$ cat src/rtl/cksum_isa_pkg.sv
package cksum_isa_pkg;

   // Opcode in the top two bits of every command word
   typedef enum logic [1:0] {
      OP_WRITE = 2'b00,
      OP_SUM   = 2'b01,
      OP_ILL_A = 2'b10,
      OP_ILL_B = 2'b11
   } opcode_e;

   localparam int BODY_W = 30;

   // Write view of the command body
   typedef struct packed {
      logic [1:0]  wstrb;     // One strobe per byte of wdata
      logic [7:0]  waddr;     // 16-bit word address
      logic [3:0]  reserved;
      logic [15:0] wdata;
   } write_cmd_t;

   // Sum view of the command body
   typedef struct packed {
      logic [7:0]  start;     // First byte address
      logic [3:0]  len_m1;    // Byte count minus one
      logic [17:0] reserved;
   } sum_cmd_t;

   // Same 30 bits, decoded according to the opcode
   typedef union packed {
      write_cmd_t wr;
      sum_cmd_t   sm;
   } cmd_body_u;

   // Full 32-bit command as sent by the host
   typedef struct packed {
      opcode_e   op;
      cmd_body_u body;
   } cmd_word_t;

endpackage

$ cat src/rtl/cksum_dp_pkg.sv
package cksum_dp_pkg;

   localparam int CSUM_W = 16;
   localparam int LEN_W  = 4;

   // Scratchpad write, one 16-bit word with byte strobes
   typedef struct packed {
      logic [1:0]  wstrb;
      logic [7:0]  waddr;
      logic [15:0] wdata;
   } wr_req_t;

   // Byte run to be summed
   typedef struct packed {
      logic [7:0]       start;
      logic [LEN_W-1:0] len_m1;
   } sum_req_t;

   // Accumulator and result value
   typedef logic [CSUM_W-1:0] csum_t;

endpackage

$ cat src/rtl/cksum_regfile_2p.sv
`timescale 1ns/100ps

module cksum_regfile_2p #(
   parameter int W_DATA_W = 16,
   parameter int R_DATA_W = 8,
   // Address width of the narrow read port
   parameter int ADDR_W = 6,
   // Derived widths
   localparam int R        = W_DATA_W / R_DATA_W,
   localparam int R_LOG2   = $clog2(R),
   localparam int W_ADDR_W = ADDR_W - R_LOG2,
   localparam int WSTRB_W  = R,
   localparam int DEPTH    = 2 ** ADDR_W
) (
   input  logic                clk_i,
   input  logic                arst_i,
   input  logic                cke_i,

   // Wide write port
   input  logic [WSTRB_W-1:0]  wstrb_i,
   input  logic [W_ADDR_W-1:0] waddr_i,
   input  logic [W_DATA_W-1:0] wdata_i,

   // Narrow read port
   input  logic [ADDR_W-1:0]   raddr_i,
   output logic [R_DATA_W-1:0] rdata_o
);

   // One narrow entry per read address
   logic [DEPTH-1:0][R_DATA_W-1:0] mem;

   // Lane i of a write lands at waddr*R + i
   always_ff @(posedge clk_i or posedge arst_i) begin
      if (arst_i) begin
         mem <= '0;
      end else if (cke_i) begin
         for (int lane = 0; lane < R; lane++) begin
            if (wstrb_i[lane]) begin
               mem[{waddr_i, R_LOG2'(lane)}] <= wdata_i[lane*R_DATA_W +: R_DATA_W];
            end
         end
      end
   end

   // Combinational read
   assign rdata_o = mem[raddr_i];

   // A write strobe while stalled would be lost
   a_no_write_without_cke: assert property (
      @(posedge clk_i) disable iff (arst_i)
      !cke_i |-> (wstrb_i == '0)
   );

endmodule

$ cat src/rtl/cmd_decode.sv
`timescale 1ns/100ps

module cmd_decode #(
   parameter int ADDR_W = 6
) (
   input  logic                     clk_i,
   input  logic                     arst_i,
   input  cksum_isa_pkg::cmd_word_t cmd_i,
   input  logic                     cmd_valid_i,
   input  logic                     busy_i,
   output cksum_dp_pkg::wr_req_t    wr_req_o,
   output logic                     wr_en_o,
   output cksum_dp_pkg::sum_req_t   sum_req_o,
   output logic                     sum_start_o,
   output logic                     drop_o,
   output logic                     illegal_o
);

   logic                      sum_pending;
   logic                      accept;
   logic                      is_write;
   logic                      is_sum;
   cksum_isa_pkg::write_cmd_t wr_view;
   cksum_isa_pkg::sum_cmd_t   sum_view;

   // Two views of the same body bits
   assign wr_view  = cmd_i.body.wr;
   assign sum_view = cmd_i.body.sm;

   assign is_write = (cmd_i.op == cksum_isa_pkg::OP_WRITE);
   assign is_sum   = (cmd_i.op == cksum_isa_pkg::OP_SUM);

   // Executor busy, or a start still on its way to it
   assign sum_pending = busy_i | sum_start_o;
   assign accept      = cmd_valid_i & ~sum_pending;

   // Strobes, one cycle after the command is sampled
   always_ff @(posedge clk_i or posedge arst_i) begin
      if (arst_i) begin
         wr_en_o     <= 1'b0;
         sum_start_o <= 1'b0;
         drop_o      <= 1'b0;
         illegal_o   <= 1'b0;
      end else begin
         wr_en_o     <= accept & is_write;
         sum_start_o <= accept & is_sum;
         // Drop wins over illegal opcode
         drop_o      <= cmd_valid_i & sum_pending;
         illegal_o   <= accept & ~is_write & ~is_sum;
      end
   end

   // Payload, upper address bits and reserved bits ignored
   always_ff @(posedge clk_i) begin
      if (accept && is_write) begin
         wr_req_o.wstrb <= wr_view.wstrb;
         wr_req_o.waddr <= 8'(wr_view.waddr[ADDR_W-2:0]);
         wr_req_o.wdata <= wr_view.wdata;
      end
      if (accept && is_sum) begin
         sum_req_o.start  <= 8'(sum_view.start[ADDR_W-1:0]);
         sum_req_o.len_m1 <= sum_view.len_m1;
      end
   end

   // Each command ends in at most one outcome
   a_one_outcome: assert property (
      @(posedge clk_i) disable iff (arst_i)
      $onehot0({wr_en_o, sum_start_o, drop_o, illegal_o})
   );

endmodule

$ cat src/rtl/sum_execute.sv
`timescale 1ns/100ps

module sum_execute #(
   parameter int ADDR_W = 6
) (
   input  logic                   clk_i,
   input  logic                   arst_i,
   input  cksum_dp_pkg::sum_req_t sum_req_i,
   input  logic                   sum_start_i,
   input  logic [7:0]             rd_byte_i,
   output logic [ADDR_W-1:0]      rd_addr_o,
   output logic                   busy_o,
   output cksum_dp_pkg::csum_t    acc_o,
   output logic                   acc_done_o
);

   localparam int CSUM_W = cksum_dp_pkg::CSUM_W;

   logic [cksum_dp_pkg::LEN_W-1:0] remain;
   logic [CSUM_W:0]                sum_wide;
   cksum_dp_pkg::csum_t            acc_next;

   // Byte goes into the low lane of the 16-bit sum
   assign sum_wide = {1'b0, acc_o} + {{(CSUM_W - 7){1'b0}}, rd_byte_i};

   // End-around carry, cannot overflow a second time
   assign acc_next = sum_wide[CSUM_W-1:0] + {{(CSUM_W - 1){1'b0}}, sum_wide[CSUM_W]};

   // Byte sequencer
   always_ff @(posedge clk_i or posedge arst_i) begin
      if (arst_i) begin
         busy_o     <= 1'b0;
         acc_done_o <= 1'b0;
         remain     <= '0;
         rd_addr_o  <= '0;
      end else begin
         acc_done_o <= 1'b0;
         if (sum_start_i) begin
            busy_o    <= 1'b1;
            remain    <= sum_req_i.len_m1;
            rd_addr_o <= sum_req_i.start[ADDR_W-1:0];
         end else if (busy_o) begin
            // Address wraps at the top of the scratchpad
            rd_addr_o <= rd_addr_o + ADDR_W'(1);
            remain    <= remain - 1'b1;
            if (remain == '0) begin
               // Last byte folded in on this edge
               busy_o     <= 1'b0;
               acc_done_o <= 1'b1;
            end
         end
      end
   end

   // Accumulator, cleared on start
   always_ff @(posedge clk_i) begin
      if (sum_start_i) begin
         acc_o <= '0;
      end else if (busy_o) begin
         acc_o <= acc_next;
      end
   end

   // Decode must never start a run on top of another one
   a_no_start_while_busy: assert property (
      @(posedge clk_i) disable iff (arst_i)
      sum_start_i |-> !busy_o
   );

endmodule

$ cat src/rtl/cksum_result.sv
`timescale 1ns/100ps

module cksum_result (
   input  logic                clk_i,
   input  logic                arst_i,
   input  cksum_dp_pkg::csum_t acc_i,
   input  logic                acc_done_i,
   output cksum_dp_pkg::csum_t res_o,
   output logic                res_valid_o
);

   // Inverted sum, held until the next run finishes
   always_ff @(posedge clk_i or posedge arst_i) begin
      if (arst_i) begin
         res_o       <= '0;
         res_valid_o <= 1'b0;
      end else begin
         res_valid_o <= acc_done_i;
         if (acc_done_i) begin
            res_o <= ~acc_i;
         end
      end
   end

   // Result strobe is a single-cycle pulse
   a_single_pulse: assert property (
      @(posedge clk_i) disable iff (arst_i)
      res_valid_o |=> !res_valid_o
   );

endmodule

$ cat src/rtl/cksum_engine_top.sv
`timescale 1ns/100ps

module cksum_engine_top #(
   parameter int ADDR_W = 6
) (
   input  logic                     clk_i,
   input  logic                     arst_i,
   input  cksum_isa_pkg::cmd_word_t cmd_i,
   input  logic                     cmd_valid_i,
   output cksum_dp_pkg::csum_t      res_o,
   output logic                     res_valid_o,
   output logic                     busy_o,
   output logic                     drop_o,
   output logic                     illegal_o
);

   cksum_dp_pkg::wr_req_t  wr_req;
   logic                   wr_en;
   cksum_dp_pkg::sum_req_t sum_req;
   logic                   sum_start;
   logic [1:0]             rf_wstrb;
   logic [ADDR_W-1:0]      rd_addr;
   logic [7:0]             rd_byte;
   cksum_dp_pkg::csum_t    acc;
   logic                   acc_done;

   // Strobes only count in the cycle wr_en is high
   assign rf_wstrb = wr_req.wstrb & {2{wr_en}};

   cmd_decode #(
      .ADDR_W (ADDR_W)
   ) u_decode (
      .clk_i       (clk_i),
      .arst_i      (arst_i),
      .cmd_i       (cmd_i),
      .cmd_valid_i (cmd_valid_i),
      .busy_i      (busy_o),
      .wr_req_o    (wr_req),
      .wr_en_o     (wr_en),
      .sum_req_o   (sum_req),
      .sum_start_o (sum_start),
      .drop_o      (drop_o),
      .illegal_o   (illegal_o)
   );

   sum_execute #(
      .ADDR_W (ADDR_W)
   ) u_execute (
      .clk_i       (clk_i),
      .arst_i      (arst_i),
      .sum_req_i   (sum_req),
      .sum_start_i (sum_start),
      .rd_byte_i   (rd_byte),
      .rd_addr_o   (rd_addr),
      .busy_o      (busy_o),
      .acc_o       (acc),
      .acc_done_o  (acc_done)
   );

   cksum_result u_result (
      .clk_i       (clk_i),
      .arst_i      (arst_i),
      .acc_i       (acc),
      .acc_done_i  (acc_done),
      .res_o       (res_o),
      .res_valid_o (res_valid_o)
   );

   // No stall source, clock enable tied high
   cksum_regfile_2p #(
      .W_DATA_W (16),
      .R_DATA_W (8),
      .ADDR_W   (ADDR_W)
   ) u_regfile (
      .clk_i   (clk_i),
      .arst_i  (arst_i),
      .cke_i   (1'b1),
      .wstrb_i (rf_wstrb),
      .waddr_i (wr_req.waddr[ADDR_W-2:0]),
      .wdata_i (wr_req.wdata),
      .raddr_i (rd_addr),
      .rdata_o (rd_byte)
   );

endmodule

$ cat config.mk
export PLATFORM = sky130hd
export DESIGN_NAME = cksum_engine_top
export DESIGN_NICKNAME = d
export VERILOG_FILES = /design/src/rtl/cksum_isa_pkg.sv /design/src/rtl/cksum_dp_pkg.sv /design/src/rtl/cksum_regfile_2p.sv /design/src/rtl/cmd_decode.sv /design/src/rtl/sum_execute.sv /design/src/rtl/cksum_result.sv /design/src/rtl/cksum_engine_top.sv
export SDC_FILE = /design/constraint.sdc
export NUM_CORES = 1
export LEC_CHECK = 0
export BUFFER_PORTS_ARGS = -buffer_cell sky130_fd_sc_hd__buf_2
export CORE_MARGIN = 5
export CORE_UTILIZATION = 35
export DETAILED_ROUTE_END_ITERATION = 8
export GPL_TIMING_DRIVEN = 0
export PLACE_DENSITY = 0.6
export RECOVER_POWER = 50
export REMOVE_ABC_BUFFERS = 1
export SLEW_MARGIN = 20
export SYNTH_ARGS = -nofsm -noshare
export SYNTH_HDL_FRONTEND = slang
export SYNTH_HIERARCHICAL = 1
export SYNTH_SLANG_ARGS = --single-unit
$ cat constraint.sdc
create_clock -name clk_i -period 19.4 [get_ports clk_i]
set_clock_uncertainty 0.05 [all_clocks]
set_input_delay 0.97 -clock clk_i [delete_from_list [all_inputs] [get_ports clk_i]]
set_output_delay 0.97 -clock clk_i [all_outputs]
set_load 0.05 [all_outputs]
==> results.toml, run 1 <==
[status]
outcome = "finished with violations"
violations = "capacitance limit, slew limit"

[floorplanning]
row_count = 102
start_util_pct = 35.3
core_um2 = 77500
ios = 55
die_w_um = 290
dieArea_um2 = 83800
die_height_um = 290

[cells_and_area]
final_common_cell = "dfrtp_1"
final_area_um2 = 31200
utilization_pct = 40.3
syn2layout_area_growth_pct = 14.2
nets = 1945
n_fill_cell = 7064
layout-drive-gt1-share_pct = 43.1
final_cell_mix = "dfrtp_1, mux2_2, mux4_2, nor2_1, clkbuf_16"

[worst_setup_path]
startpoint_type = "primary input"
r2r-end = "u_execute/acc_o[8]"
crit_arrival_ns = 10.10
ff2ff_setup_slack_ns = 12.78
worstSetupPathType = "in -> async"
crit_path_end = "u_regfile/mem[96]"
crit_path_end_kind = "async pin"
timing.rr.start = "u_execute/rd_addr_o[0]"
crit_fanout = 100
startpoint = "arst_i"
ff2ff_path_depth = 21
worstPathRequired_ns = 18.78

[logic_synthesis]
synth_area_um2 = 27400
yosysWarnings = 6
avgSynthCellArea_um2 = 14.8
netlist_instances = 1854

[sta]
setup_viol = 0
relSlewSlack_pct = -251
slew_viol_final = 410
fmax_ghz = 0.0933
post-route-min-period_ns = 10.72
hold_viol = 0
setup_ws_ns = 8.68
tightestPinTransition_ns = 5.27
rsz0062_at_grt = "no"
period_share_pct = 55.3

[detailed_routing]
wl_per_cell_um = 24.3
wl_mm = 72.6
final_antenna_net_count = 0
first_iter_violations = 1114
firstDrtPassIters = 9
drc = 0
num_vias = 16486
vias_per_cell = 5.52

[place]
dp_slack_ns = 12.86
portBuffers = 52
place_hpwl_mm = 49.8
routabilityCongestion = 0.887
post_dp_cell_area_um2 = 29300

[global_routing]
grt_pass1_vias = 17252
grt-ovfl-total = 0
grt_pass1_wl_mm = 111
antenna_found_initial = 1
grt.total_usage_pct = 17.4
grt_max_degree = 113

[flow_run]
drv_cap = 5

[clocking]
cts_resized = 0
cts_inserted_buffers = 67
cts_hold_repair.buffers = 0
clock-sinks = 594
cts_buffer_depth = 3
cts_root_buffer = "clkbuf_16"
cts_setup_buffers = 0
cts_tree = "done"
cts-htree-levels = 3
clk_latency_ns = 0.61
clk_pin_slew_ns = 0.06

[pwr]
leakagePower_nw = 14.3
report.power.total_mw = 3.77
powerDensity_nw_per_um2 = 121
ir_drop_mv = 0.0736

[worst_hold_path]
hold_path_class = "in -> async"
critical path, cell delays in order:
cell and delay, ns:
clkbuf_1 0.14, clkinvlp_2 1.40, clkbuf_1 3.52, clkbuf_1 3.91
layout make-up:
| cell class | instances | area, um^2 | share of cell area [%] |
|---|---|---|---|
| sequential | 594 | 15000 | 47.9 |
| timing repair buffer | 95 | 997 | 3.19 |
| multi-input combinational | 1120 | 11800 | 37.7 |
| inverter | 19 | 72.6 | 0.232 |
| antenna | 1 | 2.50 | 0.00801 |
| tap | 1040 | 1300 | 4.17 |
| clock buffer | 108 | 2020 | 6.48 |
| clock inverter | 11 | 98.8 | 0.316 |
sequential cells by signal, indices dropped and copies added, names as in the netlist, 4 cells and up:
signal and flops:
u_regfile/mem 512, u_decode/wr_req_o 23, u_execute/acc_o 16, u_result/res_o 16, u_decode/sum_req_o 10, u_execute/rd_addr_o 6
u_execute/remain 4
metal layers:
layer	track usage (%)	routed length (um)	vias up
met5	0	0	-
met4	4.79	2050	0
met3	2.76	3160	105
met2	28.0	34100	408
met1	24.8	33300	8965
li1	-	-	7008
worst min-delay path by stage:
stage,depth (start not counted),slack (ns),start,endpoint
final,2,0.29,arst_i,u_decode/drop_o
after global routing,2,0.29,arst_i,u_decode/drop_o
after CTS,2,0.28,arst_i,u_decode/drop_o
after detailed placement,2,0.40,u_decode/sum_req_o[2],u_execute/remain[2]
after global placement,2,0.39,u_decode/sum_req_o[2],u_execute/remain[2]
after floorplan,2,0.38,u_decode/sum_req_o[8],u_execute/rd_addr_o[4]
where the power goes:
part | switching [mW] | internal (mW)
combinational | 0.659 | 0.434
sequential | 0.138 | 1.32
clock | 0.497 | 0.716
per-stage QoR:
step,hold slack (ns),std cells,setup TNS (ns)
6_report,0.294,2988,0
5_1_grt,0.293,2988,0
4_1_cts,0.277,2987,0
3_5_place_dp,0.399,2868,0
3_3_place_gp,0.392,2825,-331.57
2_1_floorplan,0.376,1733,0
No activity file was read; power rests on OpenSTA's default activity.
==> inputs of run 2 (changes only) <==
Settings changed: ABC_AREA set to 1.
Clock period 19.4 ns to 11 ns, I/O delays scaled along.
==> run 2 against run 1 <==
Against the previous run: the run still ends with capacitance limit, slew limit left; combinational power rose by 120%; via count up 39%; first-iteration DRC count increased by 79%; wire length grew 9.8%; die area rose by 2.0%; hold slack worse by 0.23 ns; synthesized area increased by 2.1%; clock power increased by 85%; flip-flop and latch count did not move; register-to-register slack got worse by 8.9 ns; count of clock-buffer cells in the layout is 11 lower; largest cell class unchanged; highest routed layer unchanged.
==> results.toml, run 2 <==
[status]
outcome = "finished with violations"
violations = "capacitance limit, slew limit"

[global_routing]
grt_pass1_wl_mm = 127
grt.total_usage_pct = 18.4
antenna_found_initial = 0
grt-ovfl-total = 0
grt_pass1_vias = 21884
grt_max_degree = 188

[floorplanning]
die_w_um = 293
die_height_um = 293
ios = 55
core_um2 = 79100
row_count = 103
start_util_pct = 35.3
dieArea_um2 = 85600

[worst_setup_path]
cp_num_cells = 30
crit_family = "simple AND/OR/NAND/NOR gates"
crit_path_end_kind = "flop"
worstSetupPathType = "reg -> reg"
worstPathRequired_ns = 11.43
max_stage_delay_ns = 1.54
crit_fanout = 80
ff2ff_path_depth = 30
crit_buf_inv = 5
crit_arrival_ns = 7.51
cpMaxStageDelayCell = "dfrtp_1"
startpoint_type = "flop"
crit_top_cell = "nand3_1"

[clocking]
cts_hold_repair.buffers = 1
cts_buffer_depth = 3
cts_setup_buffers = 0
clk_latency_ns = 0.60
cts_tree = "done"
clock-sinks = 594
cts_inserted_buffers = 67
cts_root_buffer = "clkbuf_16"
cts_resized = 0
clk_pin_slew_ns = 0.06
cts-htree-levels = 3

[sta]
setup_viol = 0
slew_viol_final = 267
post-route-min-period_ns = 7.08
period_share_pct = 64.4
tightestPinTransition_ns = 4.99
fmax_ghz = 0.141
hold_ws_ns = 0.0681
setup_ws_ns = 3.92
hold_viol = 0
relSlewSlack_pct = -233
rsz0062_at_grt = "no"

[worst_hold_path]
min_path_cells = 1
hold_path_class = "in -> reg"

[cells_and_area]
largest_reg_flops = 512
layout-drive-gt1-share_pct = 6.56
reg_top3 = "u_regfile/mem (512), u_decode/wr_req_o (23)"
nets = 3440
n_fill_cell = 8196
utilization_pct = 39.1
final_common_cell = "nand2_1"
antennaDiodeCount = 0
syn2layout_area_growth_pct = 10.8
final_area_um2 = 31000
top_register = "u_regfile/mem"
final_cell_mix = "nand2_1, dfrtp_1, o21ai_0, nand3_1, inv_1"

[detailed_routing]
wl_per_cell_um = 17.7
drc = 0
wl_mm = 79.7
vias_per_cell = 5.10
final_antenna_net_count = 0
firstDrtPassIters = 5
first_iter_violations = 1999
num_vias = 22903

[logic_synthesis]
yosysWarnings = 6
avgSynthCellArea_um2 = 8.03
netlist_instances = 3477
synth_area_um2 = 27900

[pwr]
ir_drop_mv = 0.165
leakagePower_nw = 13.7
powerDensity_nw_per_um2 = 230

[place]
dp_slack_ns = 4.53
routabilityCongestion = 0.851
portBuffers = 52
place_hpwl_mm = 47.1
post_dp_cell_area_um2 = 28900

[flow_run]
drv_cap = 4
[run 2: path summary, 6_finish.rpt]
kind	start	endpoint	slack, ns
min	cmd_i[14]	u_decode/wr_req_o[14]	0.07
max	u_execute/rd_addr_o[1]	u_execute/acc_o[14]	3.92
max in group asynchronous	arst_i	u_regfile/mem[358]	4.31
max reg2reg	u_execute/rd_addr_o[1]	u_execute/acc_o[14]	3.92
min in group asynchronous	arst_i	u_decode/illegal_o	0.42
min reg2reg	u_decode/sum_req_o[2]	u_execute/remain[2]	0.41
[run 2: cell type report]
class | instances | area [um^2] | area share, %
Sequential cell | 594 | 15000 | 48.3
Multi-Input combinational cell | 2547 | 11300 | 36.4
Clock buffer | 97 | 1990 | 6.44
Tap cell | 1050 | 1310 | 4.24
Timing Repair Buffer | 79 | 822 | 2.65
Inverter | 103 | 415 | 1.34
Clock inverter | 23 | 201 | 0.651
[run 2: through the flow]
step,instances,TNS (ns),power (mW)
floorplan,3244,-1996.72,4.03
global placement,4346,-5443.24,4.84
detailed placement,4372,0,4.94
CTS,4493,0,7.20
global route,4493,0,7.53
finish,4493,0,7.13
[run 2: where the power goes]
part           switching (mW)  total (mW)  leakage (nW)  internal (mW)
clock network           0.912        2.24          1.09           1.33
logic                    1.71        2.38          4.66          0.668
registers               0.187        2.52          7.97           2.33
[run 2: routing by layer]
metal / track usage [%] / up-vias / part of all wire [%]
met2: 29.8 / 617 / 46
met4: 5.63 / 0 / 2.7
li1: - / 11173 / -
met3: 2.96 / 132 / 6.1
met1: 25.6 / 10981 / 45
met5: 0 / - / 0
